===== src/logic/offload_pkg.sv =====
// --------------------------------------------------------------------------
// Offload request and response types, tag and operand widths, unit address
// map and response source count
// --------------------------------------------------------------------------

package offload_pkg;

  localparam int data_w      = 32;
  localparam int tag_w       = 5;
  localparam int unit_addr_w = 2;
  localparam int op_w        = 2;

  // Unit address map
  localparam logic [unit_addr_w-1:0] unit_int    = 2'd0;
  localparam logic [unit_addr_w-1:0] unit_shared = 2'd1;
  // Addresses 2 and 3 stay unmapped

  // Integer unit, shared port and error slot
  localparam int resp_srcs = 3;

  typedef struct packed {
    logic [unit_addr_w-1:0] unit;
    logic [tag_w-1:0]       tag;
    logic [op_w-1:0]        op;
    logic [data_w-1:0]      arga;
    logic [data_w-1:0]      argb;
  } offload_req_t;

  typedef struct packed {
    logic [data_w-1:0] data;
    logic [tag_w-1:0]  tag;
    logic              error;
  } offload_resp_t;

endpackage


===== src/logic/int_unit_pkg.sv =====
// --------------------------------------------------------------------------
// Integer unit operation codes and pipeline depth
// --------------------------------------------------------------------------

package int_unit_pkg;

  // Operation codes as carried in the request op field
  typedef enum logic [1:0] {
    op_add   = 2'd0,
    op_sub   = 2'd1,
    op_mul   = 2'd2,
    op_mulhu = 2'd3
  } int_op_e;

  // Register stages between request and response
  localparam int int_stages = 2;

endpackage


===== src/logic/offload_spill_reg.sv =====
// --------------------------------------------------------------------------
// Two-entry spill register for any payload, with optional bypass
// --------------------------------------------------------------------------

`timescale 1ns/1ps

module offload_spill_reg #(
  parameter type payload_t = logic,
  parameter bit  bypass    = 1'b0
) (
  input  logic     clk_i,
  input  logic     rst_i,
  input  logic     valid_i,
  output logic     ready_o,
  input  payload_t data_i,
  output logic     valid_o,
  input  logic     ready_i,
  output payload_t data_o
);

  if (bypass) begin : g_bypass
    assign valid_o = valid_i;
    assign ready_o = ready_i;
    assign data_o  = data_i;
  end else begin : g_spill
    payload_t a_data_q, b_data_q;
    logic     a_full_q, b_full_q;
    logic     a_fill, a_drain, b_fill, b_drain;

    // Slot A takes new input, slot B holds the older item on a stall
    assign a_fill  = valid_i && ready_o;
    assign a_drain = a_full_q && !b_full_q;
    assign b_fill  = a_drain && !ready_i;
    assign b_drain = b_full_q && ready_i;

    always_ff @(posedge clk_i or posedge rst_i) begin
      if (rst_i) begin
        a_full_q <= 1'b0;
        b_full_q <= 1'b0;
      end else begin
        if (a_fill || a_drain) begin
          a_full_q <= a_fill;
        end
        if (b_fill || b_drain) begin
          b_full_q <= b_fill;
        end
      end
    end

    always_ff @(posedge clk_i) begin
      if (a_fill) begin
        a_data_q <= data_i;
      end
      if (b_fill) begin
        b_data_q <= a_data_q;
      end
    end

    // Ready while one entry is free
    assign ready_o = !a_full_q || !b_full_q;
    assign valid_o = a_full_q || b_full_q;
    assign data_o  = b_full_q ? b_data_q : a_data_q;
  end

endmodule


===== src/logic/int_unit.sv =====
// --------------------------------------------------------------------------
// Two-stage integer unit: add, subtract, multiply, multiply-high unsigned
// --------------------------------------------------------------------------

`timescale 1ns/1ps

module int_unit
  import offload_pkg::*;
  import int_unit_pkg::*;
(
  input  logic              clk_i,
  input  logic              rst_i,
  input  logic              req_valid_i,
  output logic              req_ready_o,
  input  logic [tag_w-1:0]  req_tag_i,
  input  logic [op_w-1:0]   req_op_i,
  input  logic [data_w-1:0] req_arga_i,
  input  logic [data_w-1:0] req_argb_i,
  output logic              resp_valid_o,
  input  logic              resp_ready_i,
  output offload_resp_t     resp_o
);

  logic [int_stages-1:0] vld_q;
  logic                  advance;

  // Stage one
  int_op_e             op_q;
  logic [tag_w-1:0]    tag1_q;
  logic [data_w-1:0]   arga_q, argb_q;
  logic [data_w-1:0]   addsub;
  logic [2*data_w-1:0] prod;

  // Stage two
  logic [tag_w-1:0]  tag2_q;
  logic [data_w-1:0] res_d, res_q;

  // Whole pipeline moves together, holds while the output is stalled
  assign advance     = !vld_q[int_stages-1] || resp_ready_i;
  assign req_ready_o = advance;

  always_ff @(posedge clk_i or posedge rst_i) begin
    if (rst_i) begin
      vld_q <= '0;
    end else if (advance) begin
      vld_q <= {vld_q[int_stages-2:0], req_valid_i};
    end
  end

  // --------------------------------------------------------------------------
  // Datapath
  // --------------------------------------------------------------------------
  always_ff @(posedge clk_i) begin
    if (advance) begin
      op_q   <= int_op_e'(req_op_i);
      tag1_q <= req_tag_i;
      arga_q <= req_arga_i;
      argb_q <= req_argb_i;
      tag2_q <= tag1_q;
      res_q  <= res_d;
    end
  end

  assign addsub = (op_q == op_sub) ? arga_q - argb_q : arga_q + argb_q;
  // Full unsigned product
  assign prod   = {{data_w{1'b0}}, arga_q} * {{data_w{1'b0}}, argb_q};

  always_comb begin
    unique case (op_q)
      op_mul:   res_d = prod[data_w-1:0];
      op_mulhu: res_d = prod[2*data_w-1:data_w];
      default:  res_d = addsub;
    endcase
  end

  assign resp_valid_o = vld_q[int_stages-1];
  assign resp_o.data  = res_q;
  assign resp_o.tag   = tag2_q;
  assign resp_o.error = 1'b0;

endmodule


===== src/logic/offload_router.sv =====
// --------------------------------------------------------------------------
// Request steering by unit address, error responder for unmapped units and
// round-robin response arbiter
// --------------------------------------------------------------------------

`timescale 1ns/1ps

module offload_router
  import offload_pkg::*;
#(
  parameter type payload_t = offload_req_t
) (
  input  logic          clk_i,
  input  logic          rst_i,
  // Incoming request
  input  payload_t      req_i,
  input  logic          req_valid_i,
  output logic          req_ready_o,
  output logic          int_valid_o,
  input  logic          int_ready_i,
  output logic          sh_valid_o,
  input  logic          sh_ready_i,
  // Response sources
  input  offload_resp_t int_resp_i,
  input  logic          int_valid_i,
  output logic          int_ready_o,
  input  offload_resp_t sh_resp_i,
  input  logic          sh_valid_i,
  output logic          sh_ready_o,
  // Merged response
  output offload_resp_t resp_o,
  output logic          resp_valid_o,
  input  logic          resp_ready_i
);

  logic             is_int, is_sh, is_err;
  logic             err_valid_q;
  logic [tag_w-1:0] err_tag_q;
  offload_resp_t    err_resp;

  offload_resp_t        src_resp [resp_srcs];
  logic [resp_srcs-1:0] src_valid;
  logic [1:0]           rr_q, pick, win_idx, win_q;
  logic                 lock_q, resp_xfer;

  // --------------------------------------------------------------------------
  // Request steering
  // --------------------------------------------------------------------------
  assign is_int = (req_i.unit == unit_int);
  assign is_sh  = (req_i.unit == unit_shared);
  assign is_err = !is_int && !is_sh;

  assign int_valid_o = req_valid_i && is_int;
  assign sh_valid_o  = req_valid_i && is_sh;
  assign req_ready_o = is_int ? int_ready_i :
                       is_sh  ? sh_ready_i  : !err_valid_q;

  // One-entry error slot
  always_ff @(posedge clk_i or posedge rst_i) begin
    if (rst_i) begin
      err_valid_q <= 1'b0;
    end else if (req_valid_i && is_err && !err_valid_q) begin
      err_valid_q <= 1'b1;
    end else if (resp_xfer && win_idx == 2'd2) begin
      err_valid_q <= 1'b0;
    end
  end

  always_ff @(posedge clk_i) begin
    if (req_valid_i && is_err && !err_valid_q) begin
      err_tag_q <= req_i.tag;
    end
  end

  assign err_resp.data  = '0;
  assign err_resp.tag   = err_tag_q;
  assign err_resp.error = 1'b1;

  // --------------------------------------------------------------------------
  // Response arbiter
  // --------------------------------------------------------------------------
  assign src_resp[0] = int_resp_i;
  assign src_resp[1] = sh_resp_i;
  assign src_resp[2] = err_resp;
  assign src_valid   = {err_valid_q, sh_valid_i, int_valid_i};

  // First valid source at or after the pointer
  always_comb begin
    int   idx;
    logic found;
    pick  = rr_q;
    found = 1'b0;
    for (int i = 0; i < resp_srcs; i++) begin
      idx = (int'(rr_q) + i) % resp_srcs;
      if (!found && src_valid[idx]) begin
        pick  = idx[1:0];
        found = 1'b1;
      end
    end
  end

  // Grant stays locked while the output is stalled
  assign win_idx      = lock_q ? win_q : pick;
  assign resp_valid_o = |src_valid;
  assign resp_o       = src_resp[win_idx];
  assign resp_xfer    = resp_valid_o && resp_ready_i;
  assign int_ready_o  = resp_ready_i && (win_idx == 2'd0);
  assign sh_ready_o   = resp_ready_i && (win_idx == 2'd1);

  always_ff @(posedge clk_i or posedge rst_i) begin
    if (rst_i) begin
      rr_q   <= '0;
      lock_q <= 1'b0;
      win_q  <= '0;
    end else if (resp_xfer) begin
      rr_q   <= (win_idx == 2'(resp_srcs - 1)) ? 2'd0 : win_idx + 2'd1;
      lock_q <= 1'b0;
    end else if (resp_valid_o) begin
      lock_q <= 1'b1;
      win_q  <= win_idx;
    end
  end

endmodule


===== src/logic/offload_top.sv =====
// --------------------------------------------------------------------------
// Offload complex top level with request and response spill registers,
// router and local integer unit
// --------------------------------------------------------------------------

`timescale 1ns/1ps

module offload_top
  import offload_pkg::*;
(
  input  logic                   clk_i,
  input  logic                   rst_i,
  // Request port
  input  logic [unit_addr_w-1:0] req_unit_i,
  input  logic [tag_w-1:0]       req_tag_i,
  input  logic [op_w-1:0]        req_op_i,
  input  logic [data_w-1:0]      req_arga_i,
  input  logic [data_w-1:0]      req_argb_i,
  input  logic                   req_valid_i,
  output logic                   req_ready_o,
  // Response port
  output logic [data_w-1:0]      resp_data_o,
  output logic [tag_w-1:0]       resp_tag_o,
  output logic                   resp_error_o,
  output logic                   resp_valid_o,
  input  logic                   resp_ready_i,
  // Shared unit port
  output logic [tag_w-1:0]       sh_req_tag_o,
  output logic [op_w-1:0]        sh_req_op_o,
  output logic [data_w-1:0]      sh_req_arga_o,
  output logic [data_w-1:0]      sh_req_argb_o,
  output logic                   sh_req_valid_o,
  input  logic                   sh_req_ready_i,
  input  logic [data_w-1:0]      sh_resp_data_i,
  input  logic [tag_w-1:0]       sh_resp_tag_i,
  input  logic                   sh_resp_error_i,
  input  logic                   sh_resp_valid_i,
  output logic                   sh_resp_ready_o
);

  offload_req_t  req_d, req_q;
  logic          req_q_valid, req_q_ready;
  logic          int_req_valid, int_req_ready;
  offload_resp_t int_resp, sh_resp, arb_resp, resp_q;
  logic          int_resp_valid, int_resp_ready;
  logic          arb_valid, arb_ready;

  assign req_d.unit = req_unit_i;
  assign req_d.tag  = req_tag_i;
  assign req_d.op   = req_op_i;
  assign req_d.arga = req_arga_i;
  assign req_d.argb = req_argb_i;

  // Cut the request path
  offload_spill_reg #(
    .payload_t ( offload_req_t ),
    .bypass    ( 1'b0          )
  ) i_req_spill (
    .clk_i   ( clk_i       ),
    .rst_i   ( rst_i       ),
    .valid_i ( req_valid_i ),
    .ready_o ( req_ready_o ),
    .data_i  ( req_d       ),
    .valid_o ( req_q_valid ),
    .ready_i ( req_q_ready ),
    .data_o  ( req_q       )
  );

  offload_router #(
    .payload_t ( offload_req_t )
  ) i_router (
    .clk_i        ( clk_i           ),
    .rst_i        ( rst_i           ),
    .req_i        ( req_q           ),
    .req_valid_i  ( req_q_valid     ),
    .req_ready_o  ( req_q_ready     ),
    .int_valid_o  ( int_req_valid   ),
    .int_ready_i  ( int_req_ready   ),
    .sh_valid_o   ( sh_req_valid_o  ),
    .sh_ready_i   ( sh_req_ready_i  ),
    .int_resp_i   ( int_resp        ),
    .int_valid_i  ( int_resp_valid  ),
    .int_ready_o  ( int_resp_ready  ),
    .sh_resp_i    ( sh_resp         ),
    .sh_valid_i   ( sh_resp_valid_i ),
    .sh_ready_o   ( sh_resp_ready_o ),
    .resp_o       ( arb_resp        ),
    .resp_valid_o ( arb_valid       ),
    .resp_ready_i ( arb_ready       )
  );

  int_unit i_int_unit (
    .clk_i        ( clk_i          ),
    .rst_i        ( rst_i          ),
    .req_valid_i  ( int_req_valid  ),
    .req_ready_o  ( int_req_ready  ),
    .req_tag_i    ( req_q.tag      ),
    .req_op_i     ( req_q.op       ),
    .req_arga_i   ( req_q.arga     ),
    .req_argb_i   ( req_q.argb     ),
    .resp_valid_o ( int_resp_valid ),
    .resp_ready_i ( int_resp_ready ),
    .resp_o       ( int_resp       )
  );

  // Shared unit gets the spilled request as is
  assign sh_req_tag_o  = req_q.tag;
  assign sh_req_op_o   = req_q.op;
  assign sh_req_arga_o = req_q.arga;
  assign sh_req_argb_o = req_q.argb;

  assign sh_resp.data  = sh_resp_data_i;
  assign sh_resp.tag   = sh_resp_tag_i;
  assign sh_resp.error = sh_resp_error_i;

  // Cut the response path
  offload_spill_reg #(
    .payload_t ( offload_resp_t ),
    .bypass    ( 1'b0           )
  ) i_resp_spill (
    .clk_i   ( clk_i        ),
    .rst_i   ( rst_i        ),
    .valid_i ( arb_valid    ),
    .ready_o ( arb_ready    ),
    .data_i  ( arb_resp     ),
    .valid_o ( resp_valid_o ),
    .ready_i ( resp_ready_i ),
    .data_o  ( resp_q       )
  );

  assign resp_data_o  = resp_q.data;
  assign resp_tag_o   = resp_q.tag;
  assign resp_error_o = resp_q.error;

endmodule


===== config.mk =====
export PLATFORM = sky130hd
export DESIGN_NAME = offload_top
export DESIGN_NICKNAME = d
export VERILOG_FILES = /design/src/logic/offload_pkg.sv /design/src/logic/int_unit_pkg.sv /design/src/logic/offload_spill_reg.sv /design/src/logic/int_unit.sv /design/src/logic/offload_router.sv /design/src/logic/offload_top.sv
export SDC_FILE = /design/constraint.sdc
export NUM_CORES = 2
export LEC_CHECK = 0
export ABC_AREA = 1
export BUFFER_PORTS_ARGS = -buffer_cell sky130_fd_sc_hd__clkbuf_2
export CORE_UTILIZATION = 65
export DETAILED_ROUTE_END_ITERATION = 7
export GPL_TIMING_DRIVEN = 0
export PLACE_DENSITY = 0.83
export SYNTH_ARGS = -nofsm -noshare
export SYNTH_HDL_FRONTEND = slang
export SYNTH_HIERARCHICAL = 1
export SYNTH_SLANG_ARGS = --single-unit
export TNS_END_PERCENT = 10

===== constraint.sdc =====
create_clock -name clk_i -period 10.5 [get_ports clk_i]
set_input_delay 0.525 -clock clk_i [delete_from_list [all_inputs] [get_ports clk_i]]
set_output_delay 0.525 -clock clk_i [all_outputs]
set_load 0.02 [all_outputs]

==> results.cfg <==
[worst_hold_path]
min-delay-path-class = in -> reg
min_from = req_arga_i[24]
hold_path_depth = 1
min_to = i_req_spill/g_spill.a_data_q[56]

[timing]
fmax_mhz = 106.1
setup_viol = 0
period_share = 0.8972
tns_ns = 0
rsz0062_at_grt = no
postLayoutSetupSlackWorst_ns = 1.079
fin_skew_ns = 0.03002
hold_viol_final = 0
relSlewSlack = -0.1125
drv_slew = 67
tightestPinTransition_ns = 1.669
min_period_ns = 9.421
timing.hold.ws_ns = 0.1018

[drt]
wirelength_met1_mm = 69.93
dr.max_layer_used = met5
drt-total-wl_mm = 209.5
met3_length_mm = 34.79
vias_per_cell = 5.849
wl_per_cell_um = 26.29
drt-pass1-iter-count = 8
drt_iter0_drc = 6117
dr_wl_met2_mm = 85.89
dr_total_vias = 46607
ant_nets = 0
drc_errors = 0

[cts]
insertion_delay_ns = 0.60
clockRootBuffer = clkbuf_16
clock_sinks = 347
clockBufferDepth = 3
clkTransAtPathRegs_ns = 0.06
cts_max_level = 2
cts_resized = 0
cts_inserted_buffers = 37
cts_tree = done

[logic_synthesis]
synth.avg_cell_area_sq_um = 7.946
ys.flop_type = edfxtp_1
ys_types = 50
seq_area_frac_synth = 0.1977
postSynthCellCount = 6596
synthArstFlopShare = 0.03458
ys_seq_elements = 347
synth_nets = 7910
synth_top_cell_by_area = fa_1
yosysMostFrequentCell = nand2_1
synth-edff-count = 335
synth_top_area_share = 0.3426
synthTopCellsByArea = fa_1 34%, edfxtp_1 19%, nand2_1 16%
ys.warnings.count = 6
synth_common_cells = 2177 x nand2_1, 1857 x inv_1, 897 x fa_1, 335 x edfxtp_1, 300 x ha_1
syn_area_sq_mm = 0.05241

[place]
pre_cts_slack_ns = 1.573
routabilityCongestion = 1.192
dpl.hpwl_mm = 169.0
io_buffers = 229

[setup_path]
r2r_slack_ns = 1.08
cp_max_fo = 10
path_class = reg -> reg
endpoint_kind = flop
rr_endpoint = i_int_unit/res_q[29]
critPathArrivalTime_ns = 9.69
r2r-start = i_int_unit/arga_q[13]
start_kind = flop
reg2regPathDepth = 27
required_ns = 10.77

[floorplanning]
die_w_um = 286.0
die-area_sq_mm = 0.08178
die_y_um = 286.0
io_pins = 230
start_util = 0.6602
core_sq_mm = 0.07939
rows = 103

[global_route]
overflow = 0
grt_pass1_wl_mm = 299.5
grt_pass1_vias = 46485
antenna_found_initial = 14
grt_max_degree = 70
gr-usage-all-layers = 0.5197

[status]
violations = capacitance limit, slew limit
status = finished with violations

[layout]
drive_above_1_share = 0.06250
nNetsFinal = 8186
syn_to_final_growth_pct = 7.508

[flow_run]
cap_viol_max_count = 8
critical path, stage by stage, from the launching register on:
cell and delay [ns]:
edfxtp_1 1.18, clkbuf_1 1.24, nand2_1 0.12, inv_1 0.13, fa_1 0.45, fa_1 0.43
fa_1 0.57, inv_1 0.07, fa_1 0.53, inv_1 0.05, fa_1 0.52, fa_1 0.44
fa_1 0.55, inv_1 0.06, fa_1 0.55, inv_1 0.06, ha_1 0.54, nand2_1 0.16
nor2_1 0.24, nand2_1 0.15, nor2_1 0.12, nand2_1 0.06, nand3_1 0.24, nand2_1 0.11
nand2_1 0.10, nand2_1 0.05, nand3_1 0.15, nand3_1 0.20
worst max path at each step:
stage,endpoint,from,slack [ns]
6_report,i_int_unit/res_q[29],i_int_unit/arga_q[13],1.08
5_1_grt,i_int_unit/res_q[12],i_int_unit/arga_q[13],0.99
4_1_cts,i_int_unit/res_q[28],i_int_unit/arga_q[13],1.51
3_5_place_dp,i_int_unit/res_q[28],i_int_unit/arga_q[13],1.57
3_3_place_gp,i_req_spill/g_spill.b_data_q[34],i_router/rr_q[0],0.003
2_1_floorplan,i_req_spill/g_spill.b_data_q[0],i_router/rr_q[0],2.83
area by class of cell:
type                       instances  area, sq um
fill                            6182        23040
buffer                           269         1219
inverter                        1869         7015
timing repair buffer             237         1304
clock inverter                    17        244.0
multi-input combinational       4111        33870
clock buffer                      46        969.7
antenna                           22        55.05
sequential                       347        10360
tap                             1050         1314
through the flow:
step,cells,instance area [sq um],utilization
after global routing,7949,56300,0.7092
after floorplan,6596,52410,-
after detailed placement,7882,55070,0.6936
after global placement,7875,54870,0.6912
final,7968,56350,0.7098
after CTS,7946,56290,0.7091
sequential cells by signal, indices dropped and copies added, names as in the netlist:
| register | cells |
|---|---|
| i_req_spill/g_spill.a_data_q | 73 |
| i_req_spill/g_spill.b_data_q | 73 |
| i_resp_spill/g_spill.a_data_q | 38 |
| i_resp_spill/g_spill.b_data_q | 38 |
| i_int_unit/arga_q | 32 |
| i_int_unit/argb_q | 32 |
| i_int_unit/res_q | 32 |
| i_int_unit/tag1_q | 5 |
| i_int_unit/tag2_q | 5 |
| i_router/err_tag_q | 5 |
| i_int_unit/op_q | 2 |
| i_int_unit/vld_q | 2 |
| i_router/rr_q | 2 |
| i_router/win_q | 2 |
| i_req_spill/g_spill.a_full_q | 1 |
| i_req_spill/g_spill.b_full_q | 1 |
| i_resp_spill/g_spill.a_full_q | 1 |
| i_resp_spill/g_spill.b_full_q | 1 |
| i_router/err_valid_q | 1 |
| i_router/lock_q | 1 |
cell families (layout without fill, tap and decap cells):
group                      after synthesis  in the layout  synth area share
other                                    1             23        0.00007155
DFF                                    347            347            0.1977
xor gates and xnor gates                36             36          0.006016
buffers and inverters                 2138           2438            0.1570
adders and majority gates             1197           1197            0.4142
and+or+nand+nor                       2676           2676            0.2038
AOI/OAI and AO/OA                      201            201           0.02122
cell usage in the layout (no fill, tap or decap), types with 15 or more instances in the layout:
| cell type | count |
|---|---|
| buf_1 | 25 |
| clkbuf_1 | 192 |
| nor3_1 | 25 |
| fa_1 | 897 |
| inv_1 | 1857 |
| nor2_1 | 185 |
| o21bai_1 | 19 |
| nand3b_1 | 15 |
| o21ai_0 | 57 |
| clkbuf_2 | 232 |
| diode_2 | 22 |
| a21oi_1 | 99 |
| nand4_1 | 17 |
| buf_2 | 32 |
| ha_1 | 300 |
| or2_2 | 21 |
| xor2_1 | 24 |
| nand3_1 | 185 |
| clkbuf_16 | 37 |
| nand2_1 | 2176 |
| edfxtp_1 | 335 |
| buf_6 | 19 |
what timing repair did:
action / in CTS / in global routing
hold buffers: 1 / 0
hold endpoints to repair: 12 / 0
buffers inserted: 0 / 0
per-layer routing:
layer  vias to the layer above  global-route usage
li1                      19478                   -
met1                     22250              0.6377
met2                      3946              0.7352
met3                       921              0.2206
met4                        12              0.3765
met5                         -                   0
Power is not shown: default switching activity piles up to over one toggle a cycle in this logic, so the estimate is an artifact.
